`src/source/vmul_config.svh`:
```
// Build-time parameters of the vector multiply unit
// Queue depths, pipeline latency and field widths

`ifndef VMUL_CONFIG_SVH
`define VMUL_CONFIG_SVH

// Instruction queue entries
`define VMUL_INSN_QUEUE_DEPTH 4

// Result queue entries
`define VMUL_RESULT_QUEUE_DEPTH 2

// Multiplier pipeline stages
`define VMUL_MUL_LATENCY 2

// Element word width in bits
`define VMUL_ELEN 64

// Number of instruction IDs
`define VMUL_NR_VINSN 8

// Vector length and register-file address widths
`define VMUL_VLEN_W 10
`define VMUL_ADDR_W 8

`endif

```
`src/source/vmul_op_pkg.sv`:
```
// Instruction-side types of the vector multiply unit
// Operation codes, element widths and the queued instruction descriptor

`include "vmul_config.svh"

package vmul_op_pkg;

  // Element width, encoded as log2 of the byte count
  typedef enum logic [1:0] {
    EW8  = 2'd0,
    EW16 = 2'd1,
    EW32 = 2'd2,
    EW64 = 2'd3
  } vew_e;

  typedef enum logic [1:0] {
    VMUL   = 2'd0,
    VMULHU = 2'd1,
    VMACC  = 2'd2
  } vmul_op_e;

  typedef logic [$clog2(`VMUL_NR_VINSN)-1:0] vid_t;
  typedef logic [`VMUL_VLEN_W-1:0]           vlen_t;
  typedef logic [`VMUL_ADDR_W-1:0]           vaddr_t;

  typedef struct packed {
    vid_t                  id;
    vmul_op_e              op;
    vew_e                  vsew;
    vlen_t                 vl;
    // Base word address of the destination register
    vaddr_t                vd;
    // High for an unmasked instruction
    logic                  vm;
    logic                  use_scalar_op;
    logic [`VMUL_ELEN-1:0] scalar_op;
  } vmul_insn_t;

endpackage

```
`src/source/vmul_elem_counter.sv`:
```
// Remaining-element counters of the vector multiply unit
// One counter each for the issue, processing and commit phases

`timescale 1ns/10ps

module vmul_elem_counter
  import vmul_op_pkg::*;
(
  input  logic  clk_i,
  input  logic  rst_ni,
  input  logic  accept_i,
  input  vlen_t new_vl_i,
  input  logic  issue_fire_i,
  input  logic  proc_fire_i,
  input  logic  commit_fire_i,
  input  vew_e  issue_vsew_i,
  input  vew_e  proc_vsew_i,
  input  vew_e  commit_vsew_i,
  input  vlen_t next_issue_vl_i,
  input  vlen_t next_proc_vl_i,
  input  vlen_t next_commit_vl_i,
  output logic  issue_last_o,
  output logic  proc_last_o,
  output logic  commit_last_o,
  output vlen_t issue_left_o,
  output vlen_t proc_left_o
);

  // Index 0 is issue, 1 is processing, 2 is commit
  vlen_t [2:0]      cnt_d, cnt_q;
  vlen_t [2:0]      next_vl;
  logic  [2:0]      fire, last;
  logic  [2:0][3:0] per_word;
  vew_e             vsew [3];

  assign fire    = {commit_fire_i, proc_fire_i, issue_fire_i};
  assign next_vl = {next_commit_vl_i, next_proc_vl_i, next_issue_vl_i};
  assign vsew[0] = issue_vsew_i;
  assign vsew[1] = proc_vsew_i;
  assign vsew[2] = commit_vsew_i;

  always_comb begin
    for (int p = 0; p < 3; p++) begin
      per_word[p] = 4'd8 >> vsew[p];
      last[p]     = (cnt_q[p] <= vlen_t'(per_word[p]));
      cnt_d[p]    = cnt_q[p];
      if (fire[p]) begin
        cnt_d[p] = last[p] ? next_vl[p] : cnt_q[p] - vlen_t'(per_word[p]);
      end
      // An idle phase takes the new instruction straight away
      if (accept_i && cnt_d[p] == '0) begin
        cnt_d[p] = new_vl_i;
      end
    end
  end

  always_ff @(posedge clk_i or negedge rst_ni) begin
    if (!rst_ni) begin
      cnt_q <= '0;
    end else begin
      cnt_q <= cnt_d;
    end
  end

  assign issue_last_o  = last[0];
  assign proc_last_o   = last[1];
  assign commit_last_o = last[2];
  assign issue_left_o  = cnt_q[0];
  assign proc_left_o   = cnt_q[1];

endmodule

```
`config.mk`:
```
export PLATFORM = sky130hd
export DESIGN_NAME = vmul_elem_counter
export DESIGN_NICKNAME = d
export VERILOG_FILES = /design/src/source/vmul_op_pkg.sv /design/src/source/vmul_elem_counter.sv
export VERILOG_INCLUDE_DIRS = /design/src /design/src/source
export SDC_FILE = /design/constraint.sdc
export NUM_CORES = 1
export LEC_CHECK = 0
export BUFFER_PORTS_ARGS = -buffer_cell sky130_fd_sc_hd__buf_4
export CAP_MARGIN = 20
export CORE_UTILIZATION = 57
export CTS_BUF_LIST = sky130_fd_sc_hd__clkbuf_4
export DETAILED_ROUTE_END_ITERATION = 16
export HOLD_SLACK_MARGIN = 0.1
export PLACE_DENSITY_LB_ADDON = 0.1
export SLEW_MARGIN = 10
export SYNTH_ARGS = -nofsm -noshare
export SYNTH_HDL_FRONTEND = slang
export SYNTH_SLANG_ARGS = --single-unit
```
`constraint.sdc`:
```
create_clock -name clk_i -period 3.9 [get_ports clk_i]
set_clock_uncertainty 0.1 [all_clocks]
set_input_delay 0.39 -clock clk_i [delete_from_list [all_inputs] [get_ports clk_i]]
set_output_delay 0.39 -clock clk_i [all_outputs]
set_load 0.05 [all_outputs]
```
== After elaboration in Yosys (flattened, before gate mapping) ==
Cells that the tools add are included.

* Add/subtract/negate cells: 3
* Magnitude comparators: 3
* Shifts and indexed selects: 3
* Mux-type cells: 9
* Reductions and logical operators: 6

{| class="wikitable"
|+ Operator list
! kind !! count
|-
| $mux W10 || 9
|-
| $le A10 B4 Y1 || 3
|-
| $logic_not A10 Y1 || 3
|-
| $sub A10 B4 Y10 || 3
|-
| $shr A4 B2 Y4 const A || 3
|-
| $logic_and A1 B1 Y1 || 3
|}

* Bits in registers: 30
* Bits of input ports: 52
* Logic and storage cells: 27

== Depth between registers and ports, before layout ==
* Depth in word-level cells: 7
* Gate-level depth with buffers: 12
* Depth with buffers taken out: 11

== Worst setup path before layout ==
Ideal clock, no wire load.

* Path type: input to register
* Start point: in commit_vsew_i[1]
* End point: reg cnt_q[23] in the netlist's numbering
* Setup time: 0.095 ns
* Data arrival time: 3.614 ns
* Path slack: 0.090 ns
* Cell stages on the path: 11
* Buffers on the path: 0
* Cell sequence: and2_1 ha_1 fa_1 nor2b_1 o211ai_1 nand2_1 clkinv_1 o311ai_0 and3b_1 nand4b_1 o31ai_1

{| class="wikitable"
|+ RTL lines
! what !! RTL line !! source
|-
| from (decl) || vmul_elem_counter.sv:18 || <nowiki>input vew_e commit_vsew_i,</nowiki>
|-
| to (signal assigned) || vmul_elem_counter.sv:61 || <nowiki>cnt_q <= cnt_d;</nowiki>
|-
| to (decl) || vmul_elem_counter.sv:30 || <nowiki>vlen_t [2:0] cnt_d, cnt_q;</nowiki>
|}

==> flow_summary.json <==
{
  "status": "finished clean",
  "setup_viol": 0,
  "p_per_area_nw_per_um2": 806.3,
  "crit_arrival_ns": 3.59,
  "clock_insertion_delay_worst_skew_ns": 0.33,
  "final_common_cell": "buf_4",
  "fp.dieW_um": 77.52,
  "crit_type": "reg2reg",
  "final_hold_viol_count": 0,
  "cts_tree": "yes",
  "worst_setup_path_start_kind": "register",
  "crit_required_ns": 4.02,
  "final_cell_mix": "buf_4, dfrtp_1, nand2_1",
  "seqPwrFrac_pct": 20.6,
  "cp-end-kind": "register",
  "cp_cell_sequence": "or4_4, or3_4, or4_4, a311oi_2, nand2_1, or4_4, o41ai_2",
  "drtIter0Drc": 285,
  "clkPwrFrac_pct": 5.7,
  "switching_power_uw": 1680,
  "core_um2": 5507,
  "fill_cells": 470,
  "rsz0062_at_grt": "false",
  "synth_top_cell_area_share_pct": 23.09,
  "firstDrtPassIters": 5,
  "synth_warnings": 0,
  "drc_errors": 0,
  "swShare_pct": 54.33,
  "synth.cell_area_um2": 3251,
  "grt_overflow_total": 0,
  "drt-total-wl_um": 8903,
  "maxSlewHeadroom_pct": 59.44,
  "hp-class": "in2reg",
  "dpl_cell_area_um2": 3766,
  "critPathTopFamily": "simple AND/OR/NAND/NOR gates",
  "yosysTopAreaCell": "dfrtp_1",
  "syn_nets": 462,
  "grt_pass1_wl_um": 14520,
  "fin_cells": 529,
  "antenna_found_initial": 0,
  "synth_cells": 395,
  "combPwrFrac_pct": 73.7,
  "netlist_top_cells_area": "dfrtp_1, buf_4, ha_1",
  "yosysSeqAreaShare_pct": 23.09,
  "dieArea_um2": 6009,
  "cp_slowest_stage_delay_ns": 0.61,
  "antennaDiodeCount": 0,
  "cts_buffers": 5,
  "drt-wirelength-per-cell_um": 16.83,
  "dp.cells": 520,
  "die_h_um": 77.52,
  "start_util_pct": 59.03,
  "clockBufferDepth": 2,
  "syn_area_per_cell_um2": 8.229,
  "peakVddDrop_uv": 485.6,
  "top_level_ports": 75,
  "clkSinkCount": 30,
  "syn_to_final_growth_pct": 17.98,
  "routabilityCongestion": 0.9328,
  "postLayoutCellArea_um2": 3835,
  "grt_pass1_vias": 3031,
  "drv_cap": 0,
  "port_buffers": 74,
  "fin_nets": 523,
  "dp_hpwl_um": 7136,
  "cts_root_buffer": "clkbuf_4",
  "period_share_pct": 88.81,
  "track_usage_pct": 30.42,
  "slowest_stage": "or4_4",
  "power.leakage_uw": 0.001685,
  "final_antenna_net_count": 0,
  "reg2reg_setup_slack_ns": 0.44,
  "tightest_slew_ns": 0.6028,
  "min_period_ns": 3.464,
  "tns_ns": 0,
  "grt_max_degree": 31,
  "crit_path_max_fanout": 8,
  "ys_ff_latch": 30,
  "cpMostUsedCell": "or4_4",
  "htree_levels": 2,
  "async_flop_share_pct": 100.0,
  "core.rowCount": 27,
  "slew_violations": 0,
  "cp_num_buf_inv": 0,
  "fmax_ghz": 0.2887,
  "intPower_uw": 1412,
  "vias": 3394,
  "ys.flop_type": "dfrtp_1",
  "vias_per_cell": 6.416,
  "drive_gt1_share_pct": 28.45,
  "clkTransAtPathRegs_ns": 0.10,
  "synthDistinctLibCells": 79,
  "synth_edf_count": 0,
  "holdWs_ns": 0.2238
}
timing repair:
action,4_1_cts,5_1_grt
endpoints found under the hold margin,30,0
hold buffers,1,0
endpoints found under the setup margin,0,1
gates resized for setup,0,1
buffers inserted,0,0
cell usage after synthesis (4+ instances only):
| cell type | n |
|---|---|
| clkbuf_1 | 7 |
| nor2b_1 | 9 |
| or4_1 | 4 |
| a21oi_1 | 9 |
| o21ai_0 | 23 |
| a211oi_1 | 5 |
| o211ai_1 | 8 |
| buf_4 | 20 |
| a31o_2 | 6 |
| o2bb2ai_1 | 4 |
| o31ai_1 | 9 |
| mux2i_1 | 5 |
| nor2_1 | 18 |
| nor3_1 | 14 |
| o22ai_1 | 4 |
| nand4_1 | 7 |
| a41o_1 | 6 |
| ha_1 | 12 |
| nand2_1 | 28 |
| inv_1 | 23 |
| or3_1 | 7 |
| nand2b_1 | 9 |
| nand3_1 | 20 |
| and2_1 | 7 |
| a31oi_1 | 4 |
| or2_2 | 10 |
| o21a_1 | 7 |
| nand4b_1 | 4 |
| dfrtp_1 | 30 |
routing by layer:
layer | track usage (%) | vias to the layer above | wire length (µm) | share of wire (%)
met3 | 3.882 | 17 | 658 | 7.4
li1 | - | 1619 | - | -
met1 | 41.97 | 1598 | 3876 | 44
met2 | 49.82 | 160 | 4218 | 47
met4 | 8.491 | 0 | 149 | 1.7
met5 | 0 | - | 0 | 0
tightest hold or removal path, stage by stage:
cell     delay, ns
buf_4         0.11
nand2_1       0.04
o21ai_0       0.06
through the flow:
stage	worst slack, ns	utilization [%]	total power [µW]
5_1_grt	0.1552	69.64	3325
3_3_place_gp	0.2007	68.39	2836
3_5_place_dp	0.04255	68.39	2872
6_report	0.4363	69.64	3092
2_1_floorplan	0.09032	-	2388
4_1_cts	0.3566	69.55	3059
final timing paths:
check                                     start  cells past startpoint               to
worst max-delay path             proc_left_o[4]                      7   proc_left_o[0]
worst min-delay path                new_vl_i[5]                      3  issue_left_o[5]
worst max register to register   proc_left_o[4]                      7   proc_left_o[0]
worst min register to register  issue_left_o[4]                      2  issue_left_o[4]
max in group asynchronous                rst_ni                      2        cnt_q[28]
min in group asynchronous                rst_ni                      2        cnt_q[24]
power by group through the flow:
stage          combinational (µW)  sequential, µW  clock (µW)
3_5_place_dp                 2240             635           0
4_1_cts                      2250             632         180
2_1_floorplan                1810             577           0
3_3_place_gp                 2200             639           0
5_1_grt                      2470             660         198
6_report                     2280             636         177
sequential cells by signal, indices dropped and copies added, names as in the netlist:
register,flops
cnt_q,10
issue_left_o,10
proc_left_o,10
area by class of cell:
| type | instances | area, µm² | area share, % |
|---|---|---|---|
| Clock buffer | 5 | 37.54 | 0.9788 |
| Sequential cell | 30 | 750.7 | 19.58 |
| Tap cell | 72 | 90.09 | 2.349 |
| Multi-Input combinational cell | 311 | 2217 | 57.81 |
| Inverter | 24 | 90.09 | 2.349 |
| Timing Repair Buffer | 84 | 633.1 | 16.51 |
| Clock inverter | 3 | 16.27 | 0.4241 |
kinds of logic (layout without fill, tap and decap cells):
logic type | after synthesis | count (layout) | share of synthesized area [%]
XOR/XNOR | 3 | 3 | 0.8085
adder cells (fa/ha/maj) | 15 | 15 | 6.466
multiplexers | 6 | 6 | 1.886
AO/OA/AOI/OAI | 125 | 125 | 29.87
buffers and inverters | 54 | 116 | 8.853
flip-flops | 30 | 30 | 23.09
AND/OR/NAND/NOR | 162 | 162 | 29.02
No activity file was read; power rests on OpenSTA's default activity.
