File: src/source/vmul_config.svh
// Build-time parameters of the vector multiply unit
// Queue depths, pipeline latency and field widths

`ifndef VMUL_CONFIG_SVH
`define VMUL_CONFIG_SVH

// Instruction queue entries
`define VMUL_INSN_QUEUE_DEPTH 4

// Result queue entries
`define VMUL_RESULT_QUEUE_DEPTH 2

// Multiplier pipeline stages
`define VMUL_MUL_LATENCY 2

// Element word width in bits
`define VMUL_ELEN 64

// Number of instruction IDs
`define VMUL_NR_VINSN 8

// Vector length and register-file address widths
`define VMUL_VLEN_W 10
`define VMUL_ADDR_W 8

`endif

File: src/source/vmul_op_pkg.sv
// Instruction-side types of the vector multiply unit
// Operation codes, element widths and the queued instruction descriptor

`include "vmul_config.svh"

package vmul_op_pkg;

  // Element width, encoded as log2 of the byte count
  typedef enum logic [1:0] {
    EW8  = 2'd0,
    EW16 = 2'd1,
    EW32 = 2'd2,
    EW64 = 2'd3
  } vew_e;

  typedef enum logic [1:0] {
    VMUL   = 2'd0,
    VMULHU = 2'd1,
    VMACC  = 2'd2
  } vmul_op_e;

  typedef logic [$clog2(`VMUL_NR_VINSN)-1:0] vid_t;
  typedef logic [`VMUL_VLEN_W-1:0]           vlen_t;
  typedef logic [`VMUL_ADDR_W-1:0]           vaddr_t;

  typedef struct packed {
    vid_t                  id;
    vmul_op_e              op;
    vew_e                  vsew;
    vlen_t                 vl;
    // Base word address of the destination register
    vaddr_t                vd;
    // High for an unmasked instruction
    logic                  vm;
    logic                  use_scalar_op;
    logic [`VMUL_ELEN-1:0] scalar_op;
  } vmul_insn_t;

endpackage

File: src/source/vmul_data_pkg.sv
// Data-side types of the vector multiply unit
// Element word views, byte strobes, multiplier bundles and results

`include "vmul_config.svh"

package vmul_data_pkg;

  import vmul_op_pkg::*;

  // One element word, read as bytes, halves, words or a double word
  typedef union packed {
    logic [7:0][7:0]  bytes;
    logic [3:0][15:0] halves;
    logic [1:0][31:0] words;
    logic [63:0]      dword;
  } elem_word_u;

  typedef logic [`VMUL_ELEN/8-1:0] strb_t;

  typedef struct packed {
    elem_word_u a;
    elem_word_u b;
    elem_word_u c;
    vmul_op_e   op;
    vew_e       vsew;
    strb_t      mask;
  } mul_req_t;

  typedef struct packed {
    elem_word_u result;
    strb_t      mask;
  } mul_rsp_t;

  typedef struct packed {
    vid_t       id;
    vaddr_t     addr;
    elem_word_u wdata;
    strb_t      be;
  } result_t;

  // Byte strobes of the elements still left in a word
  function automatic strb_t elem_strb(vlen_t left, vew_e vsew);
    logic [3:0] nbytes;
    nbytes = 4'd8;
    if (left < vlen_t'(4'd8 >> vsew)) begin
      nbytes = 4'(left << vsew);
    end
    return ~(strb_t'('1) << nbytes);
  endfunction

endpackage

File: src/source/vmul_result_queue.sv
// Result queue of the vector multiply unit
// Forms address and strobes per word and drives the register-file write port

`timescale 1ns/10ps

`include "vmul_config.svh"

module vmul_result_queue
  import vmul_op_pkg::*;
  import vmul_data_pkg::*;
(
  input  logic       clk_i,
  input  logic       rst_ni,
  input  mul_rsp_t   rsp_i,
  input  logic       rsp_valid_i,
  output logic       rsp_ready_o,
  input  vmul_insn_t proc_insn_i,
  input  vlen_t      proc_left_i,
  output logic       proc_fire_o,
  output result_t    result_o,
  output logic       result_req_o,
  input  logic       result_gnt_i,
  output logic       commit_fire_o
);

  localparam int unsigned Depth = `VMUL_RESULT_QUEUE_DEPTH;
  localparam int unsigned PtrW  = (Depth > 1) ? $clog2(Depth) : 1;

  result_t [Depth-1:0] queue_q;
  logic    [PtrW-1:0]  wr_pnt_q, rd_pnt_q;
  logic    [PtrW:0]    cnt_q;
  vlen_t               done_elems;
  vaddr_t              word_idx;
  strb_t               be;

  assign rsp_ready_o = (cnt_q != Depth);
  assign proc_fire_o = rsp_valid_i & rsp_ready_o;

  // Word index from the elements already processed
  assign done_elems = proc_insn_i.vl - proc_left_i;
  assign word_idx   = vaddr_t'(done_elems >> (3 - int'(proc_insn_i.vsew)));
  assign be         = elem_strb(proc_left_i, proc_insn_i.vsew) &
                      (proc_insn_i.vm ? '1 : rsp_i.mask);

  assign result_req_o  = (cnt_q != '0);
  assign result_o      = queue_q[rd_pnt_q];
  assign commit_fire_o = result_req_o & result_gnt_i;

  always_ff @(posedge clk_i or negedge rst_ni) begin
    if (!rst_ni) begin
      wr_pnt_q <= '0;
      rd_pnt_q <= '0;
      cnt_q    <= '0;
    end else begin
      if (proc_fire_o) begin
        wr_pnt_q <= wr_pnt_q + 1'b1;
      end
      if (commit_fire_o) begin
        rd_pnt_q <= rd_pnt_q + 1'b1;
      end
      cnt_q <= cnt_q + (PtrW+1)'(proc_fire_o) - (PtrW+1)'(commit_fire_o);
    end
  end

  always_ff @(posedge clk_i) begin
    if (proc_fire_o) begin
      queue_q[wr_pnt_q].id    <= proc_insn_i.id;
      queue_q[wr_pnt_q].addr  <= proc_insn_i.vd + word_idx;
      queue_q[wr_pnt_q].wdata <= rsp_i.result;
      queue_q[wr_pnt_q].be    <= be;
    end
  end

endmodule

File: config.mk
export PLATFORM = sky130hd
export DESIGN_NAME = vmul_result_queue
export DESIGN_NICKNAME = d
export VERILOG_FILES = /design/src/source/vmul_op_pkg.sv /design/src/source/vmul_data_pkg.sv /design/src/source/vmul_result_queue.sv
export VERILOG_INCLUDE_DIRS = /design/src /design/src/source
export SDC_FILE = /design/constraint.sdc
export NUM_CORES = 1
export LEC_CHECK = 0
export ABC_CLOCK_PERIOD_IN_PS = 8600
export BUFFER_PORTS_ARGS = -buffer_cell sky130_fd_sc_hd__buf_2
export CAP_MARGIN = 20
export CORE_MARGIN = 2
export CORE_UTILIZATION = 44
export CTS_BUF_LIST = sky130_fd_sc_hd__clkbuf_8 sky130_fd_sc_hd__clkbuf_16
export DETAILED_ROUTE_END_ITERATION = 6
export PLACE_DENSITY = 0.78
export SYNTH_ARGS = -nofsm -noshare
export SYNTH_HDL_FRONTEND = slang
export SYNTH_SLANG_ARGS = --single-unit
File: constraint.sdc
create_clock -name clk_i -period 8.6 [get_ports clk_i]
set_clock_uncertainty 0.15 [all_clocks]
set_input_delay 1.72 -clock clk_i [delete_from_list [all_inputs] [get_ports clk_i]]
set_output_delay 1.72 -clock clk_i [all_outputs]
set_load 0.03 [all_outputs]
* Yosys cells after proc, flatten, opt, wreduce, memory -nomap -nowiden
Index checks and enable logic that the tools add are counted.
** Operators by class
- Bitwise operators :: 4
- Order comparisons :: 4
- Eq/ne operators :: 1
- Add/subtract/negate cells :: 7
- Mux-type cells :: 16
- Reduce and logical (&&, ||, !) cells :: 2
- Shift-type cells :: 4
** Operators with widths (count)
- $bwmux W166 :: 4
- $demux W83 S1 :: 4
- $mux W83 :: 3
- $mux W80 :: 1
- $mux W72 :: 1
- $shr A10 B32 Y8 :: 1
- $mux W8 :: 2
- $lt A10 B10 Y1 :: 1
- $shl A10 B2 Y4 :: 1
- $shr A4 B2 Y10 const A :: 1
- $sub A10 B10 Y10 :: 1
- $add A8 B8 Y8 :: 1
- $and A8 B8 Y8 :: 1
- $not A8 Y8 :: 1
- $shl A8 B4 Y8 const A :: 1
- $lt A1 B2 Y1 const B :: 2
- $mux W4 :: 1
- $sub A2 B2 Y3 const A :: 1
- $add A1 B1 Y1 const B :: 2
- $add A2 B1 Y2 :: 1
- $and A1 B1 Y1 :: 2
- $ne A2 B2 Y1 const B :: 1
- $reduce_bool A2 Y1 :: 1
- $sub A2 B1 Y2 :: 1
- 2 further kinds :: 2
** Storage, ports and cells
- Bits of input ports :: 177
- Word-level logic and storage cells :: 49
- Flip-flop bits (word level) :: 170
- Output and inout port bits :: 87

* Logic depth before layout (Yosys ltp)
- Depth after elaboration :: 8
- Gate-level depth with buffers :: 16

* Worst setup path before layout
No wires, ideal clock.
- Path type :: input to register
- Start :: in rsp_valid_i
- End :: reg queue_q[0] (netlist name) (enable)
- Stages on the path :: 2
- Arrival time :: 5.295 ns
- Buffers on the path :: 0
- Setup time :: 0.525 ns
- Slack :: 2.630 ns
- Cells stage by stage :: nand2_1 -> nor2_1
** On the way
- Word-level cells in the longest chain between the ends :: 1
** Ends and longest elaborated chain
- start: declaration :: line vmul_result_queue.sv:15 : input logic rsp_valid_i,
- $and A1 B1 Y1 :: line vmul_result_queue.sv:37 : assign proc_fire_o = rsp_valid_i & rsp_ready_o;
- end: declaration :: line vmul_result_queue.sv:29 : result_t [Depth-1:0] queue_q;
Every way passes these cells.
A chain may end at the register's enable or synchronous reset.

* Worst setup path after layout
- Start :: in proc_left_i[0]
- End :: reg queue_q[79] (netlist name) (data pin)
** On the way
- Word-level cells in the longest chain between the ends :: 6
** Ends and longest elaborated chain
- start: declaration :: line vmul_result_queue.sv:18 : input vlen_t proc_left_i,
- $sub A10 B10 Y10 :: line vmul_result_queue.sv:40 : assign done_elems = proc_insn_i.vl - proc_left_i;
- $shr A10 B32 Y8 :: line vmul_result_queue.sv:41 : assign word_idx = vaddr_t'(done_elems >> (3 - int'(proc_insn_i.vsew)));
- $add A8 B8 Y8 :: line vmul_result_queue.sv:68 : queue_q[wr_pnt_q].addr <= proc_insn_i.vd + word_idx;
- $bwmux W166 :: line vmul_result_queue.sv:68
- $bwmux W166 :: line vmul_result_queue.sv:69 : queue_q[wr_pnt_q].wdata <= rsp_i.result;
- $bwmux W166 :: line vmul_result_queue.sv:70 : queue_q[wr_pnt_q].be <= be;
Every way passes these cells.

==> out/qor.yml <==
hold_buffers: 0
critPathLaunchType: "input pin"
drive_above_1_share: 0.486
grt_max_degree: 85
drt_iter0_drc: 151
cts_tree: "yes"
critPathMaxFanout: 5
postCtsSetupRepairBufs: 0
coreArea_um2: 16500
gp_congestion: 0.882
avgSynthCellArea_um2: 16.5
synth.area.top_cells: "edfxtp_1 67%, mux2_2 13%, ha_1 3.6%"
required_ns: 8.61
relSlewSlack: 0.378
clock-root-buffer: "clkbuf_16"
yosysTopAreaCellShare: 0.674
synth_flop_cell: "edfxtp_1"
drv_cap: 0
syn_inst: 449
fin_crit_ns: 4.78
synth_xor_xnor_area_share: 0.0237
synth.area.mux_share: 0.151
power.leakage_nw: 3.67
tightestPinTransition_ns: 0.930
seq_area_frac_synth: 0.688
io_buffers: 196
rows: 47
stdcell_count: 886
synthesis.nets: 649
dp_cells: 852
synth-simple-area-share: 0.0444
cts_resized: 0
ys_warn_count: 0
synth_top_family_by_area: "multiplexers"
critPathCaptureType: "flop"
grt_usage: 0.159
hpwl_mm: 10.0
crit_start: "proc_left_i[0]"
fin_setup_tns_ns: 0
worstSetupPathType: "input pin to flop"
vias: 4414
crit_arrival_ns: 4.79
synthAdderAreaFrac: 0.0410
initial_core_util: 0.447
hp-start: "cnt_q[1]"
yosysTopAreaCell: "edfxtp_1"
rsz0062_at_grt: "no"
hold_class: "flop to flop"
firstDrtPassIters: 4
ys_seq_elements: 170
synth.distinct_cells: 41
grt_pass1_vias: 4466
synth-async-reset-ratio: 0.0235
cellPowerDensity_nw_per_um2: 351
die_x_um: 134
final_cell_mix: "196 x buf_2, 166 x edfxtp_1, 83 x mux2_2, 21 x ha_1, 19 x inv_1"
setup-violations-final: 0
finalCritPeriodShare: 0.556
wl_per_cell_um: 16.2
synth-edff-count: 166
die_y_um: 134
grt_overflow: 0
clock_sinks: 170
wirelength_mm: 14.4
drtAntennaViolNets: 0
htree_levels: 4
ir_drop_v: 0.000154
antenna_found_initial: 0
drc: 0
final_hold_viol_count: 0
outcome: "complete, no violations"
final_max_slew_viol_count: 0
grt_pass1_wl_mm: 22.1
final_common_cell: "buf_2"
rr_startpoint: "wr_pnt_q"
cts_inserted_buffers: 17
timing.fmax_mhz: 209
die_area_um2: 17900
clk_latency_ns: 0.42
pin_count: 264
path_clk_slew_ns: 0.06
nNetsFinal: 852
viasPerCell: 4.98
clk_path_buf_depth: 2
synth_area_um2: 7390
syn_to_final_growth_pct: 25.3
nFillCells: 1329
synth-compound-area-share: 0.0337
-- Yosys cell counts (2+ instances only) --
cell	count
ha_1	21
nand3_1	2
dfrtp_1	4
inv_1	19
a31oi_1	2
nand4_1	2
mux2i_1	18
o21ai_0	5
clkbuf_1	12
edfxtp_1	166
o21a_1	2
nand3b_1	2
buf_4	2
nand2_1	13
nor2b_1	7
fa_1	2
xor2_1	5
and2_1	5
or2_2	2
a21oi_1	8
nor2_1	20
o21ai_1	2
xnor2_1	15
mux2_2	83
a21o_1	5
nor3_1	10
-- report_power, final --
part	total, mW	internal [mW]	switching (mW)
logic	1.23	0.434	0.792
registers	1.25	1.17	0.0739
clock network	0.779	0.463	0.316
-- worst max-delay path, stage by stage --
cell	delay, ns
buf_2	0.13
ha_1	0.20
fa_1	0.41
inv_1	0.07
a21o_1	0.12
a21oi_1	0.08
xnor2_1	0.20
mux2i_1	0.12
mux2i_1	0.28
ha_1	0.29
a21o_1	0.17
a21oi_1	0.20
o21ai_1	0.13
o41ai_1	0.32
xor2_1	0.22
xnor2_1	0.11
-- flip-flops by register name, indices dropped and copies added, names as in the netlist --
register,cells
queue_q,166
wr_pnt_q,1
cnt_q,2
rd_pnt_q,1
-- cell families (layout without fill, tap and decap cells) --
group                    after synthesis  in the layout
XOR/XNOR                              20             20
AND/OR/NAND/NOR                       67             67
flip-flops                           170            170
adder cells (fa/ha/maj)               23             23
AO/OA/AOI/OAI                         34             34
buffers and inverters                 34            250
multiplexers                         101            101
other                                  0              1
-- layout make-up --
| type | count | area [µm²] | area share |
|---|---|---|---|
| Sequential cell | 170 | 5090 | 0.549 |
| Multi-Input combinational cell | 245 | 2180 | 0.236 |
| Timing Repair Buffer | 199 | 1020 | 0.110 |
| Clock buffer | 17 | 425 | 0.0459 |
| Tap cell | 220 | 275 | 0.0297 |
| Clock inverter | 15 | 193 | 0.0208 |
| Inverter | 19 | 71.3 | 0.00770 |
| Antenna cell | 1 | 2.50 | 0.000270 |
-- final timing paths --
check	end	slack (ns)	cells past startpoint
worst max-delay path	queue_q[79]	3.82	16
worst min-delay path	cnt_q[1]	0.36	1
worst max register to register	queue_q[143]	5.79	3
worst min register to register	cnt_q[1]	0.36	1
max in group asynchronous	rd_pnt_q	7.21	1
min in group asynchronous	cnt_q[1]	0.95	1
-- per-stage QoR --
step / setup WS (ns) / hold WS, ns / util / area, µm² / power [mW]
3_5_place_dp: 3.34 / 0.345 / 0.521 / 8620 / 2.49
4_1_cts: 3.79 / 0.356 / 0.559 / 9230 / 3.28
2_1_floorplan: 2.63 / 0.309 / - / 7390 / 2.17
5_1_grt: 3.60 / 0.373 / 0.560 / 9260 / 3.40
3_3_place_gp: 3.35 / 0.329 / 0.521 / 8620 / 2.46
6_report: 3.82 / 0.358 / 0.561 / 9260 / 3.25
-- metal layers --
layer  share of wire  vias to the layer above  track usage
met2            0.49                      166        0.275
met3           0.078                       15       0.0518
met1            0.42                     2119        0.186
li1                -                     2114            -
met4           0.016                        0       0.0585
met5               0                        -            0
(Power assumes the default switching activity.)
