`src/source/vmul_config.svh`:
```
// Build-time parameters of the vector multiply unit
// Queue depths, pipeline latency and field widths

`ifndef VMUL_CONFIG_SVH
`define VMUL_CONFIG_SVH

// Instruction queue entries
`define VMUL_INSN_QUEUE_DEPTH 4

// Result queue entries
`define VMUL_RESULT_QUEUE_DEPTH 2

// Multiplier pipeline stages
`define VMUL_MUL_LATENCY 2

// Element word width in bits
`define VMUL_ELEN 64

// Number of instruction IDs
`define VMUL_NR_VINSN 8

// Vector length and register-file address widths
`define VMUL_VLEN_W 10
`define VMUL_ADDR_W 8

`endif

```
`src/source/vmul_op_pkg.sv`:
```
// Instruction-side types of the vector multiply unit
// Operation codes, element widths and the queued instruction descriptor

`include "vmul_config.svh"

package vmul_op_pkg;

  // Element width, encoded as log2 of the byte count
  typedef enum logic [1:0] {
    EW8  = 2'd0,
    EW16 = 2'd1,
    EW32 = 2'd2,
    EW64 = 2'd3
  } vew_e;

  typedef enum logic [1:0] {
    VMUL   = 2'd0,
    VMULHU = 2'd1,
    VMACC  = 2'd2
  } vmul_op_e;

  typedef logic [$clog2(`VMUL_NR_VINSN)-1:0] vid_t;
  typedef logic [`VMUL_VLEN_W-1:0]           vlen_t;
  typedef logic [`VMUL_ADDR_W-1:0]           vaddr_t;

  typedef struct packed {
    vid_t                  id;
    vmul_op_e              op;
    vew_e                  vsew;
    vlen_t                 vl;
    // Base word address of the destination register
    vaddr_t                vd;
    // High for an unmasked instruction
    logic                  vm;
    logic                  use_scalar_op;
    logic [`VMUL_ELEN-1:0] scalar_op;
  } vmul_insn_t;

endpackage

```
`src/source/vmul_insn_ctrl.sv`:
```
// Instruction queue controller of the vector multiply unit
// Tracks accept, issue, processing and commit phases and issues words

`timescale 1ns/10ps

`include "vmul_config.svh"

module vmul_insn_ctrl
  import vmul_op_pkg::*;
(
  input  logic                      clk_i,
  input  logic                      rst_ni,
  input  vmul_insn_t                insn_i,
  input  logic                      insn_valid_i,
  output logic                      insn_ready_o,
  input  logic [2:0]                operand_valid_i,
  output logic [2:0]                operand_ready_o,
  input  logic                      mask_valid_i,
  output logic                      mask_ready_o,
  input  logic                      mul_in_ready_i,
  output logic                      mul_in_valid_o,
  output vmul_insn_t                issue_insn_o,
  output vmul_insn_t                proc_insn_o,
  output vew_e                      commit_vsew_o,
  output vlen_t                     next_issue_vl_o,
  output vlen_t                     next_proc_vl_o,
  output vlen_t                     next_commit_vl_o,
  input  logic                      proc_fire_i,
  input  logic                      commit_fire_i,
  input  logic                      issue_last_i,
  input  logic                      proc_last_i,
  input  logic                      commit_last_i,
  output logic                      accept_o,
  output logic                      issue_fire_o,
  output logic [`VMUL_NR_VINSN-1:0] vinsn_done_o
);

  localparam int unsigned Depth = `VMUL_INSN_QUEUE_DEPTH;
  localparam int unsigned PtrW  = $clog2(Depth);

  typedef logic [PtrW-1:0] ptr_t;
  typedef logic [PtrW:0]   cnt_t;

  typedef struct packed {
    ptr_t accept_pnt;
    ptr_t issue_pnt;
    ptr_t proc_pnt;
    ptr_t commit_pnt;
    cnt_t issue_cnt;
    cnt_t proc_cnt;
    cnt_t commit_cnt;
  } queue_state_t;

  vmul_insn_t [Depth-1:0] queue_q;
  queue_state_t           state_d, state_q;
  vmul_insn_t             commit_insn;
  logic                   need_vs1, need_vd, need_mask;
  logic                   issue_done, proc_done, commit_done;

  // The commit count covers every occupied slot
  assign insn_ready_o = (state_q.commit_cnt != cnt_t'(Depth));
  assign accept_o     = insn_valid_i & insn_ready_o;

  assign issue_insn_o  = queue_q[state_q.issue_pnt];
  assign proc_insn_o   = queue_q[state_q.proc_pnt];
  assign commit_insn   = queue_q[state_q.commit_pnt];
  assign commit_vsew_o = commit_insn.vsew;

  // vl of the instruction that follows in each phase, zero if none waits
  assign next_issue_vl_o  = (state_q.issue_cnt > 1) ?
                            queue_q[ptr_t'(state_q.issue_pnt + 1'b1)].vl : '0;
  assign next_proc_vl_o   = (state_q.proc_cnt > 1) ?
                            queue_q[ptr_t'(state_q.proc_pnt + 1'b1)].vl : '0;
  assign next_commit_vl_o = (state_q.commit_cnt > 1) ?
                            queue_q[ptr_t'(state_q.commit_pnt + 1'b1)].vl : '0;

  // Operands this instruction consumes
  assign need_vs1  = ~issue_insn_o.use_scalar_op;
  assign need_vd   = (issue_insn_o.op == VMACC);
  assign need_mask = ~issue_insn_o.vm;

  assign mul_in_valid_o = (state_q.issue_cnt != '0) &&
                          (operand_valid_i[0] || !need_vs1) &&
                          operand_valid_i[1] &&
                          (operand_valid_i[2] || !need_vd) &&
                          (mask_valid_i || !need_mask);
  assign issue_fire_o   = mul_in_valid_o & mul_in_ready_i;

  assign operand_ready_o = issue_fire_o ? {need_vd, 1'b1, need_vs1} : 3'b000;
  assign mask_ready_o    = issue_fire_o & need_mask;

  assign issue_done  = issue_fire_o & issue_last_i;
  assign proc_done   = proc_fire_i & proc_last_i;
  assign commit_done = commit_fire_i & commit_last_i;

  always_comb begin
    state_d      = state_q;
    vinsn_done_o = '0;

    if (accept_o) begin
      state_d.accept_pnt = state_q.accept_pnt + 1'b1;
    end
    if (issue_done) begin
      state_d.issue_pnt = state_q.issue_pnt + 1'b1;
    end
    if (proc_done) begin
      state_d.proc_pnt = state_q.proc_pnt + 1'b1;
    end
    if (commit_done) begin
      state_d.commit_pnt = state_q.commit_pnt + 1'b1;
      vinsn_done_o[commit_insn.id] = 1'b1;
    end

    state_d.issue_cnt  = state_q.issue_cnt + cnt_t'(accept_o) - cnt_t'(issue_done);
    state_d.proc_cnt   = state_q.proc_cnt + cnt_t'(accept_o) - cnt_t'(proc_done);
    state_d.commit_cnt = state_q.commit_cnt + cnt_t'(accept_o) - cnt_t'(commit_done);
  end

  always_ff @(posedge clk_i or negedge rst_ni) begin
    if (!rst_ni) begin
      state_q <= '0;
    end else begin
      state_q <= state_d;
    end
  end

  always_ff @(posedge clk_i) begin
    if (accept_o) begin
      queue_q[state_q.accept_pnt] <= insn_i;
    end
  end

endmodule

```
`config.mk`:
```
export PLATFORM = sky130hd
export DESIGN_NAME = vmul_insn_ctrl
export DESIGN_NICKNAME = d
export VERILOG_FILES = /design/src/source/vmul_op_pkg.sv /design/src/source/vmul_insn_ctrl.sv
export VERILOG_INCLUDE_DIRS = /design/src /design/src/source
export SDC_FILE = /design/constraint.sdc
export NUM_CORES = 1
export LEC_CHECK = 0
export BUFFER_PORTS_ARGS = -buffer_cell sky130_fd_sc_hd__buf_2
export CORE_MARGIN = 2
export CORE_UTILIZATION = 60
export CTS_BUF_LIST = sky130_fd_sc_hd__clkbuf_4 sky130_fd_sc_hd__clkbuf_8 sky130_fd_sc_hd__clkbuf_16
export CTS_CLUSTER_SIZE = 40
export DETAILED_ROUTE_END_ITERATION = 8
export HOLD_SLACK_MARGIN = 0.05
export PLACE_DENSITY = 0.83
export SETUP_SLACK_MARGIN = 0.2
export SLEW_MARGIN = 25
export SYNTH_ARGS = -nofsm -noshare
export SYNTH_HDL_FRONTEND = slang
export SYNTH_SLANG_ARGS = --single-unit
```
`constraint.sdc`:
```
create_clock -name clk_i -period 5.25 [get_ports clk_i]
set_input_delay 0.7875 -clock clk_i [delete_from_list [all_inputs] [get_ports clk_i]]
set_output_delay 0.7875 -clock clk_i [all_outputs]
set_load 0.01 [all_outputs]
```
Yosys cells after proc, flatten, opt, wreduce, memory -nomap -nowiden
Index checks and enable logic that the tools add are counted.
{ "word_totals": {"elab_cells": 105, "output_inout_bits": 230, "in_bits": 104, "ff_bits": 381} }
{ "op_classes": {"n_lt_le_gt_ge": 13, "bitwise_logic": 8, "reduce_logical": 11, "n_eq_ne": 2, "add_sub_neg": 10, "mux": 22} }
{ "ops": {"columns": ["cell", "n"], "rows": [
  ["binary-select mux 91 bit (select 2 bit)", 6],
  ["bitwise mux 364 bit", 1],
  ["two-way mux 91 bit", 4],
  ["two-way mux 84 bit", 3],
  ["demux 91 bit (select 2 bit)", 1],
  ["two-way mux 10 bit", 3],
  ["less-than comparator 2 x 3 -> 1 bit (second input constant)", 7],
  ["adder 3 x 1 -> 3 bit", 3],
  ["> comparator 3 x 1 -> 1 bit (second input constant)", 3],
  ["subtractor 3 x 1 -> 3 bit", 3],
  ["adder 2 x 1 -> 2 bit (second input constant)", 4],
  ["two-way mux 8 bit", 1],
  ["bitwise AND 1 bit", 6],
  ["logical AND 1 bit", 6],
  ["less-than comparator 3 x 4 -> 1 bit (second input constant)", 1],
  ["demux 1 bit (select 3 bit)", 1],
  ["greater-or-equal comparator 3 x 1 -> 1 bit (second input constant)", 1],
  ["logical OR 1 bit", 3],
  ["two-way mux 3 bit", 1],
  ["inequality test 3 bit (second input constant)", 1],
  ["nonzero test 3 bit", 1],
  ["equality test 2 bit (second input constant)", 1],
  ["greater-or-equal comparator 2 x 1 -> 1 bit (second input constant)", 1],
  ["NOT 1 bit", 2],
  ["2 further kinds", 2]
]} }

Logic depth before layout (Yosys ltp)
Gate-level depths: netlist of the first run.
{ "depth": {"ltp_word": 10, "ltp_mapped": 12, "mapped_depth_nobuf": 10} }

Least setup slack after synthesis of the first run
No wires, ideal clock.
{ "synth_timing": {"path_kind": "input to register", "from": "input insn_valid_i", "to": "register queue_q[0] (netlist name), enable pin", "n_path_buf": 0, "setup_ps": 461, "required_ps": 4789, "slack_ps": 1851, "arrival_time_ps": 2938, "stages": 1, "cell_sequence": "and3_1"} }
{ "synth_between": {"elab_chain_len": 1} }
{ "synth_lines": {"columns": ["item", "line", "rtl"], "rows": [
  ["start, declared", "vmul_insn_ctrl.sv:14", "input logic insn_valid_i,"],
  ["bitwise AND 1 bit", "vmul_insn_ctrl.sv:62", "assign accept_o = insn_valid_i & insn_ready_o;"],
  ["end signal, assigned by index", "vmul_insn_ctrl.sv:129", "queue_q[state_q.accept_pnt] <= insn_i;"],
  ["end, declared", "vmul_insn_ctrl.sv:54", "vmul_insn_t [Depth-1:0] queue_q;"]
]} }
No other way between the ends.
A chain may end at the register's enable or synchronous reset.

Worst setup path in the final report of the first run
{ "layout_timing": {"from": "register state_q[14] (netlist name)", "to": "output operand_ready_o[2]"} }
{ "layout_between": {"elab_chain_len": 9, "word_cells_on_any_way": 13, "cone_classes": "1 x eq/ne; 3 x mux; 1 x bitwise; 8 x reduce/logical"} }
{ "layout_lines": {"columns": ["item", "line", "rtl"], "rows": [
  ["start, declared", "vmul_insn_ctrl.sv:55", "queue_state_t state_d, state_q;"],
  ["start signal, assigned", "vmul_insn_ctrl.sv:123", "state_q <= state_d;"],
  ["binary-select mux 91 bit (select 2 bit) *", "vmul_insn_ctrl.sv:64", "assign issue_insn_o = queue_q[state_q.issue_pnt];"],
  ["two-way mux 91 bit (not written as such) *", "vmul_insn_ctrl.sv:64", null],
  ["equality test 2 bit / logical OR 1 bit (equally long branches)", "vmul_insn_ctrl.sv:79, vmul_insn_ctrl.sv:83", null],
  ["zero test 1 bit / logical AND 1 bit (equally long branches)", "vmul_insn_ctrl.sv:85, vmul_insn_ctrl.sv:82", null],
  ["logical OR 1 bit / logical AND 1 bit (equally long branches)", "vmul_insn_ctrl.sv:85, vmul_insn_ctrl.sv:83", null],
  ["logical AND 1 bit", "vmul_insn_ctrl.sv:84", "operand_valid_i[1] &&"],
  ["logical AND 1 bit", "vmul_insn_ctrl.sv:85", "(operand_valid_i[2] || !need_vd) &&"],
  ["bitwise AND 1 bit", "vmul_insn_ctrl.sv:87", "assign issue_fire_o = mul_in_valid_o & mul_in_ready_i;"],
  ["two-way mux 3 bit *", "vmul_insn_ctrl.sv:89", "assign operand_ready_o = issue_fire_o ? {need_vd, 1'b1, need_vs1} : 3'b000;"],
  ["end, declared", "vmul_insn_ctrl.sv:17", "output logic [2:0] operand_ready_o,"]
]} }
Mark *: on every way between the ends. The rest lies on a longest branch, timed or not. The select of a mux whose other input is x is not followed.

==> impl_metrics.yaml, run 1 <==
floorplan:
  start_util_pct: 60.9
  chipHeight_um: 175
  core_um2: 28700
  dieArea_um2: 30500
  fp.dieW_um: 175
  rows: 62
  top_level_ports: 334
synthesis:
  synth_seq_area_share_pct: 65.0
  avgSynthCellArea_um2: 22.2
  ys_ff_latch: 381
  synth_top_cells_by_area: "edfxtp_1 (63%), mux4_2 (28%), dfrtp_1 (2.4%)"
  async_flop_share_pct: 4.46
  ys_top_cells_by_count: "edfxtp_1 (364), mux4_2 (214), buf_2 (42)"
  netlist.area_leader.share_pct: 62.6
  syn_inst: 786
  synth_top_area_cell: "edfxtp_1"
  yosysWarnings: 0
  synth_cell_types: 38
  ys.flop_type: "edfxtp_1"
  synth_edf_count: 364
  yosysMostFrequentCell: "edfxtp_1"
  syn_area_um2: 17500
  synthesis.nets: 906
timing:
  rsz0062_at_grt: "no"
  fin_skew_ns: 0.0176
  holdWs_ns: 0.204
  tns_ns: 0
  worst_slack_ns: 1.65
  period_share_pct: 68.6
  hold_violations: 0
  finalCriticalPeriod_ns: 3.60
  fmax_mhz: 277
  slew_viol_final: 0
  setup_viol: 0
  relSlewSlack_pct: 32.9
  worst_pin_slew_ns: 1.00
cts:
  postCtsSetupBuffers: 0
  clock_sinks: 381
  worstSkewPairLatency_ns: 0.52
  cts_buffer_depth: 3
  clock-root-buffer: "clkbuf_16"
  htreeDepth: 2
  cts_hold_buf: 0
  cts_inserted_buffers: 39
  cts_resized: 0
  clkTransAtPathRegs_ns: 0.06
  cts_tree: "done"
power_and_ir_drop:
  power_w: 0.0129
  p_per_area_nw_per_um2: 621
  ir_drop_mv: 0.405
  switchingPower_w: 0.00452
  pwr-share-seq_pct: 36.3
  combPwrFrac_pct: 44.0
  power.leakage_nw: 7.40
  pwr-share-clk_pct: 19.7
  p_int_w: 0.00836
  sw_frac_of_total_pct: 35.1
critical_path:
  cp-start-kind: "register"
  r2r-start: "state_q[14]$_DFFE_PN0P_"
  crit_path_max_fanout: 51
  crit_path_max_incr_delay_ns: 1.03
  crit_family: "flip-flops"
  path_class: "reg2out"
  end_kind: "output port"
  cp_num_buf_inv: 1
  rrSetupSlack_ns: 2.05
  crit_path_top_delay_cell: "dfrtp_4"
  critical_path_required_ns: 4.46
  crit_chain: "mux2_4, or3_4, o2111ai_4, nor3_4, and3b_1, buf_2"
  crit_arrival_ns: 2.82
  critPathLaunch: "state_q[14]$_DFFE_PN0P_"
place:
  io_buffers: 333
  gp_congestion: 0.785
  hpwl_um: 25100
  placed_area_um2: 19500
  post-place-ws_ns: 2.04
grt:
  grt_overflow: 0
  grtUsageMet1_pct: 34.3
  grt_pass1_wl_um: 59600
  grt_usage_pct: 26.1
  grt_pass1_vias: 9987
  busiest_layer: "met2"
  use_met2_pct: 42.4
  met3_usage_pct: 6.81
  grt_max_degree: 110
  grt_antenna_before_repair: 8
drt:
  antenna_left: 0
  vias: 9634
  firstDrtPassIters: 5
  drt-total-wl_um: 39100
  routed_via_density: 6.27
  drc_errors: 0
  wl_per_cell_um: 25.5
  drtIter0Drc: 696
layout:
  design_area_um2: 20700
  syn_to_final_growth_pct: 18.7
  finalNetCount: 1242
  drive_gt1_share_pct: 55.8
hold_path:
  hp-class: "in2async"
run:
  drv_cap: 0
status:
  status: "finished, final reports clean"
==> metal layers <==
| layer | vias up | share of wire, % |
|---|---|---|
| li1 | 4068 | - |
| met1 | 5054 | 37 |
| met2 | 428 | 51 |
| met3 | 80 | 8.3 |
| met4 | 4 | 3.8 |
| met5 | - | 0.051 |
==> power by group through the flow <==
| stage | sequential, W | clock, W | combinational, W |
|---|---|---|---|
| final | 0.00467 | 0.00254 | 0.00566 |
| after global routing | 0.00477 | 0.00270 | 0.00604 |
| after CTS | 0.00468 | 0.00258 | 0.00573 |
| after detailed placement | 0.00474 | 0 | 0.00569 |
| after global placement | 0.00468 | 0 | 0.00563 |
| after floorplan | 0.00432 | 0 | 0.00404 |
==> cells in the final DEF (no fill, tap or decap), drive strengths merged, types with 4 or more instances in the layout <==
cell type  instances
and3               4
buf              348
clkbuf            47
clkinv            16
dfrtp             17
diode              6
edfxtp           364
ha                13
inv               21
mux4             214
nand2             10
nor2              13
nor2b             30
xor2               7
==> state kept, by name, summed over array words and instances, names as in the netlist <==
signal and flops:
queue_q 364, state_q 17
==> kinds of logic after synthesis <==
logic type                 count (synthesis)  synth area share [%]
adders and majority gates                 16                  1.27
xor gates and xnor gates                  10                 0.501
muxes                                    220                  28.0
and+or+nand+nor                           75                  2.58
DFF                                      381                  65.0
buffers and inverters                     74                  2.15
AOI/OAI and AO/OA                         10                 0.537
==> path summary, 6_finish.rpt <==
| path | end | cells past startpoint |
|---|---|---|
| max in group asynchronous | state_q[12]$_DFFE_PN0P_ | 1 |
| min in group clk_i | queue_q[14]$_DFFE_PP_ | 1 |
| worst max register to register | state_q[8]$_DFF_PN0_ | 10 |
| worst min-delay path | state_q[13]$_DFFE_PN0P_ | 1 |
| worst max-delay path | operand_ready_o[2] | 6 |
| worst min register to register | state_q[16]$_DFFE_PN0P_ | 2 |
==> stage by stage <==
step,util [%],cells
3_3_place_gp,68.0,1463
6_report,72.2,1536
2_1_floorplan,-,786
3_5_place_dp,68.1,1465
4_1_cts,72.2,1530
5_1_grt,72.2,1535
==> area by class of cell <==
| cell class | count | area [um2] |
|---|---|---|
| tap | 384 | 480 |
| timing repair buffer | 348 | 1840 |
| sequential | 381 | 11400 |
| antenna | 6 | 15.0 |
| clock buffer | 47 | 1070 |
| fill | 1740 | 7970 |
| clock inverter | 18 | 106 |
| inverter | 21 | 78.8 |
| multi-input combinational | 331 | 5770 |
Power figures use the tool's default switching activity.
==> run 2: changes to the inputs <==
--- a/config.mk
+++ b/config.mk
@@ -6,14 +6,15 @@
 export SDC_FILE = /design/constraint.sdc
 export NUM_CORES = 1
 export LEC_CHECK = 0
+export ABC_AREA = 1
 export BUFFER_PORTS_ARGS = -buffer_cell sky130_fd_sc_hd__buf_2
 export CORE_MARGIN = 2
-export CORE_UTILIZATION = 60
+export CORE_UTILIZATION = 51
 export CTS_BUF_LIST = sky130_fd_sc_hd__clkbuf_4 sky130_fd_sc_hd__clkbuf_8 sky130_fd_sc_hd__clkbuf_16
 export CTS_CLUSTER_SIZE = 40
 export DETAILED_ROUTE_END_ITERATION = 8
 export HOLD_SLACK_MARGIN = 0.05
-export PLACE_DENSITY = 0.83
+export PLACE_DENSITY = 0.74
 export SETUP_SLACK_MARGIN = 0.2
 export SLEW_MARGIN = 25
 export SYNTH_ARGS = -nofsm -noshare
==> constraint.sdc (replaced) <==
create_clock -name clk_i -period 3.3 [get_ports clk_i]
set_input_delay 0.495 -clock clk_i [delete_from_list [all_inputs] [get_ports clk_i]]
set_output_delay 0.495 -clock clk_i [all_outputs]
set_load 0.01 [all_outputs]
==> impl_metrics.yaml, run 2 <==
status:
  status: "finished, final reports clean"
place:
  numPlacedInstances: 2419
  post-place-ws_ns: 0.719
  hpwl_um: 34300
  io_buffers: 333
  gp_congestion: 0.976
critical_path:
  path_class: "reg2out"
  cp-start-kind: "register"
  critical_path_required_ns: 2.80
  crit_path_top_delay_cell: "dfrtp_1"
  crit_path_max_incr_delay_ns: 0.55
  crit_path_max_fanout: 11
  crit_chain: "nand2_1, inv_1, or2_1, o22ai_1, a211oi_2, buf_2"
  crit_arrival_ns: 2.56
  end_kind: "output port"
synthesis:
  ys_ff_latch: 381
  syn_inst: 1729
  ys.flop_type: "edfxtp_1"
  synth_cell_types: 37
  async_flop_share_pct: 4.46
  ys_top_cells_by_count: "edfxtp_1 (364), nor2_1 (350), o21ai_0 (348)"
  yosysWarnings: 0
  synth_seq_area_share_pct: 63.2
  syn_area_um2: 18000
  synth_top_cells_by_area: "edfxtp_1 (61%), o21ai_0 (9.7%), o22ai_1 (7.5%)"
  netlist.area_leader.share_pct: 60.8
  avgSynthCellArea_um2: 10.4
  yosysMostFrequentCell: "edfxtp_1"
  synth_top_area_cell: "edfxtp_1"
  synth_edf_count: 364
  synthesis.nets: 1849
drt:
  routed_via_density: 6.22
  firstDrtPassIters: 6
  drtIter0Drc: 1929
  antenna_left: 0
  drc_errors: 0
  vias: 15600
  drt-total-wl_um: 54900
  wl_per_cell_um: 21.9
cts:
  worstSkewPairLatency_ns: 0.53
  cts_inserted_buffers: 41
  htreeDepth: 2
  clock_sinks: 381
  cts_tree: "done"
  clkTransAtPathRegs_ns: 0.06
  clock-root-buffer: "clkbuf_16"
  cts_buffer_depth: 3
run:
  drv_cap: 0
grt:
  grt_overflow: 0
  grt_usage_pct: 28.8
  grt_pass1_wl_um: 81100
  grt_max_degree: 76
  grt_antenna_before_repair: 11
  grt_pass1_vias: 14800
power_and_ir_drop:
  pwr-share-clk_pct: 19.5
  power_w: 0.0230
  combPwrFrac_pct: 49.7
  p_per_area_nw_per_um2: 1070
  power.leakage_nw: 8.05
  switchingPower_w: 0.0102
  ir_drop_mv: 0.630
  sw_frac_of_total_pct: 44.3
  pwr-share-seq_pct: 30.8
  p_int_w: 0.0128
timing:
  finalCriticalPeriod_ns: 3.06
  rsz0062_at_grt: "yes"
  setup_viol: 0
  worst_slack_ns: 0.240
  slew_viol_final: 0
  hold_violations: 0
  period_share_pct: 92.7
  relSlewSlack_pct: 51.0
  fmax_mhz: 327
  worst_pin_slew_ns: 0.735
  fin_skew_ns: 0.0150
  holdWs_ns: 0.179
hold_path:
  hp-class: "in2reg"
floorplan:
  top_level_ports: 334
  chipHeight_um: 192
  dieArea_um2: 36800
  fp.dieW_um: 192
  rows: 68
  start_util_pct: 51.9
  core_um2: 34600
layout:
  final_cell_mix: "edfxtp_1 (364), o21ai_0 (348), nor2_1 (346)"
  seq_area_um2: 11400
  final_common_cell: "edfxtp_1"
  final_cells: 2501
  finalNetCount: 2128
  fill_cells: 2754
  reg.largest.list: "queue_q (364), state_q (17)"
  largest_reg_flops: 364
  top_register: "queue_q"
  multi_input_area_um2: 5770
  syn_to_final_growth_pct: 19.0
  drive_gt1_share_pct: 22.5
-- run 2: cell count changes in the layout (fill, tap and decap cells not counted), sizes merged, moves of 52 or more --
cell,before,now
a21oi,3,55
o21ai,2,348
mux4,214,0
inv,21,74
nor2,13,354
o22ai,0,217
nand2,10,87
-- run 2: worst paths after layout --
path                                         start                       to  slack (ns)  cells after the start
setup / recovery           state_q[10]$_DFFE_PN0P_      next_commit_vl_o[3]        0.24                      6
hold / removal                          insn_i[49]   queue_q[231]$_DFFE_PP_        0.18                      1
setup reg to reg           state_q[13]$_DFFE_PN0P_     state_q[8]$_DFF_PN0_        0.68                     15
hold reg to reg            state_q[15]$_DFFE_PN0P_  state_q[15]$_DFFE_PN0P_        0.64                      2
max in group asynchronous                   rst_ni  state_q[13]$_DFFE_PN0P_        2.47                      2
min in group asynchronous                   rst_ni     state_q[2]$_DFF_PN0_        0.45                      2
-- run 2: worst max-delay path, delay by kind of cell (launching register included) --
family,cells,cell delay (ns)
AO/OA/AOI/OAI,2,0.49
flip-flops,1,0.55
AND/OR/NAND/NOR,2,0.61
buffers and inverters,2,0.38
-- run 2: final cells by class --
| class | instances | area share (%) |
|---|---|---|
| Antenna cell | 9 | 0.105 |
| Multi-Input combinational cell | 1138 | 27.0 |
| Tap cell | 455 | 2.66 |
| Timing Repair Buffer | 370 | 9.50 |
| Inverter | 76 | 1.41 |
| Clock buffer | 48 | 5.12 |
| Sequential cell | 381 | 53.1 |
| Clock inverter | 24 | 1.09 |
-- run 2: cell families (layout without fill, tap and decap cells) --
kind of cell / after synthesis / after routing / synth area share [%]
AO/OA/AOI/OAI: 650 / 650 / 20.1
XOR/XNOR: 6 / 6 / 0.292
adder cells (fa/ha/maj): 16 / 16 / 1.24
buffers and inverters: 210 / 518 / 4.96
flip-flops: 381 / 381 / 63.2
other: 0 / 9 / 0
AND/OR/NAND/NOR: 466 / 466 / 10.3
-- run 2: layer usage --
layer	part of all wire [%]	track usage (%)	vias to the layer above
met5	0.18	0.824	-
met4	4.9	14.5	12
met3	12	8.09	206
met2	47	47.0	1040
met1	36	35.1	7379
li1	-	-	6921
-- run 2: repair_timing --
action,CTS,global route
pin swaps,0,0
hold buffers,1,0
hold endpoints to repair,17,0
resized for setup,3,3
endpoints found under the setup margin,3,15
setup buffers,0,0
-- run 2: stage by stage --
step | instance area, um2 | util, % | setup TNS [ns]
3_3_place_gp | 20000 | 57.8 | 0
6_report | 21400 | 61.8 | 0
5_1_grt | 21400 | 61.8 | 0
4_1_cts | 21400 | 61.7 | 0
2_1_floorplan | 18000 | - | -116.82
3_5_place_dp | 20000 | 57.8 | 0
-- run 2: power by group through the flow --
stage,Clock [W],Sequential (W),Combinational (W)
final,0.00448,0.00707,0.0114
after global routing,0.00474,0.00714,0.0123
after CTS,0.00453,0.00703,0.0112
after detailed placement,0,0.00712,0.0112
after global placement,0,0.00707,0.0109
after floorplan,0,0.00690,0.00685
==> run 3: changes to the inputs <==
--- a/config.mk
+++ b/config.mk
@@ -6,15 +6,15 @@
 export SDC_FILE = /design/constraint.sdc
 export NUM_CORES = 1
 export LEC_CHECK = 0
-export ABC_AREA = 1
 export BUFFER_PORTS_ARGS = -buffer_cell sky130_fd_sc_hd__buf_2
 export CORE_MARGIN = 2
-export CORE_UTILIZATION = 51
+export CORE_UTILIZATION = 50
 export CTS_BUF_LIST = sky130_fd_sc_hd__clkbuf_4 sky130_fd_sc_hd__clkbuf_8 sky130_fd_sc_hd__clkbuf_16
 export CTS_CLUSTER_SIZE = 40
 export DETAILED_ROUTE_END_ITERATION = 8
 export HOLD_SLACK_MARGIN = 0.05
-export PLACE_DENSITY = 0.74
+export PLACE_DENSITY = 0.73
+export REMOVE_ABC_BUFFERS = 1
 export SETUP_SLACK_MARGIN = 0.2
 export SLEW_MARGIN = 25
 export SYNTH_ARGS = -nofsm -noshare
==> impl_metrics.yaml, run 3 (synthesis results as in run 1) <==
power_and_ir_drop:
  switchingPower_w: 0.00730
  p_int_w: 0.0138
  sw_frac_of_total_pct: 34.6
  ir_drop_mv: 0.766
  pwr-share-clk_pct: 21.0
  combPwrFrac_pct: 45.2
  power.leakage_nw: 7.59
  p_per_area_nw_per_um2: 996
  pwr-share-seq_pct: 33.8
layout:
  final_util_pct: 61.6
  reg.largest.list: "queue_q (364), state_q (17)"
  largest_reg_flops: 364
  final_common_cell: "edfxtp_1"
  finalNetCount: 1261
  final_cell_mix: "edfxtp_1 (364), buf_2 (333), mux4_2 (214)"
  final_cells: 1635
  fill_cells: 2434
  drive_gt1_share_pct: 56.5
  top_register: "queue_q"
  syn_to_final_growth_pct: 21.5
cts:
  cts_inserted_buffers: 40
  cts_tree: "done"
  cts_buffer_depth: 3
  clkTransAtPathRegs_ns: 0.06
  htreeDepth: 2
  clock_sinks: 381
  clock-root-buffer: "clkbuf_16"
  worstSkewPairLatency_ns: 0.54
critical_path:
  crit_arrival_ns: 2.48
  crit_family: "buffers and inverters"
  crit_path_max_fanout: 45
  path_class: "reg2out"
  end_kind: "output port"
  cp-start-kind: "register"
  ff2ff_path_depth: 10
  crit_path_top_delay_cell: "mux4_2"
  r2r-start: "state_q[14]$_DFFE_PN0P_"
  crit_cells: 4
  crit_chain: "clkbuf_8, mux4_2, nor2b_1, buf_2"
  rr_endpoint: "state_q[8]$_DFF_PN0_"
  cp_num_buf_inv: 2
  critical_path_required_ns: 2.80
  crit_path_max_incr_delay_ns: 0.58
  rrSetupSlack_ns: 0.60
hold_path:
  hp-class: "in2reg"
  holdPathEnd: "queue_q[66]$_DFFE_PP_"
  holdPathStages: 1
  hold_start: "insn_i[66]"
timing:
  finalCriticalPeriod_ns: 2.98
  holdWs_ns: 0.164
  fin_skew_ns: 0.0228
  setup_viol: 0
  worst_pin_slew_ns: 0.745
  relSlewSlack_pct: 50.3
  hold_violations: 0
  fmax_mhz: 336
  period_share_pct: 90.3
  tns_ns: 0
  rsz0062_at_grt: "no"
  slew_viol_final: 0
floorplan:
  core_um2: 34500
  dieArea_um2: 36500
  rows: 68
  start_util_pct: 50.7
  top_level_ports: 334
  fp.dieW_um: 191
  chipHeight_um: 191
drt:
  routed_via_density: 5.80
  vias: 9491
  drt-total-wl_um: 38700
  drtIter0Drc: 701
  wl_per_cell_um: 23.7
  drc_errors: 0
  firstDrtPassIters: 5
  antenna_left: 0
grt:
  grt_antenna_before_repair: 10
  grt_pass1_vias: 9859
  grt_pass1_wl_um: 58900
  grt_usage_pct: 21.6
  grt_max_degree: 64
  grt_overflow: 0
place:
  hpwl_um: 24700
  numPlacedInstances: 1548
  gp_congestion: 0.791
  io_buffers: 333
status:
  status: "finished, final reports clean"
run:
  drv_cap: 0
-- run 3: cell types whose count changed in the layout (fill, tap and decap cells not counted), sizes merged, moves of 30 or more --
cell	previous run	this run
o21ai	348	2
nor2	354	13
o22ai	217	0
mux4	0	214
nand2	87	10
a21oi	55	3
inv	74	24
nor2b	0	30
-- run 3: per-layer routing --
layer,share of wire [%],vias to the layer above,GRT usage [%]
met5,0.10,-,0
met4,1.9,6,5.52
met2,49,429,34.3
li1,-,4128,-
met3,10,55,7.45
met1,39,4873,29.0
-- run 3: worst max-delay path by stage --
stage	start	to	slack (ns)
after CTS	state_q[14]$_DFFE_PN0P_	next_issue_vl_o[2]	0.25
final	state_q[14]$_DFFE_PN0P_	next_issue_vl_o[2]	0.32
after floorplan	state_q[13]$_DFFE_PN0P_	state_q[8]$_DFF_PN0_	-2.73
after global placement	state_q[13]$_DFFE_PN0P_	state_q[8]$_DFF_PN0_	0.57
after detailed placement	state_q[13]$_DFFE_PN0P_	state_q[8]$_DFF_PN0_	0.51
after global routing	state_q[14]$_DFFE_PN0P_	next_issue_vl_o[2]	0.21
-- run 3: power by group through the flow --
| stage | registers (W) | clock network [W] | logic, W |
|---|---|---|---|
| floorplan | 0.00781 | 0 | 0.00566 |
| global placement | 0.00720 | 0 | 0.00950 |
| detailed placement | 0.00727 | 0 | 0.00951 |
| CTS | 0.00719 | 0.00455 | 0.00964 |
| global route | 0.00728 | 0.00474 | 0.0103 |
| finish | 0.00714 | 0.00444 | 0.00955 |
-- run 3: final cells by class --
cell class	count	area, um2	area share (%)
multi-input combinational	331	5760	27.1
tap	455	569	2.68
inverter	21	78.8	0.371
antenna	8	20.0	0.0943
sequential	381	11400	53.6
timing repair buffer	366	2110	9.92
clock buffer	48	1060	5.00
clock inverter	25	256	1.21
-- run 3: through the flow --
| step | power (W) | instance area, um2 | setup slack [ns] |
|---|---|---|---|
| floorplan | 0.0135 | 17200 | -2.73 |
| global placement | 0.0167 | 19800 | 0.569 |
| detailed placement | 0.0168 | 19800 | 0.513 |
| CTS | 0.0214 | 21200 | 0.253 |
| global route | 0.0223 | 21200 | 0.210 |
| finish | 0.0211 | 21200 | 0.321 |
-- run 3: timing repair --
item                                   CTS  global route
buffers inserted                         0             4
cloned                                   1             0
hold buffers                             1             0
setup endpoints to repair               63             2
gates resized for setup                  2             1
endpoints found under the hold margin   17             0
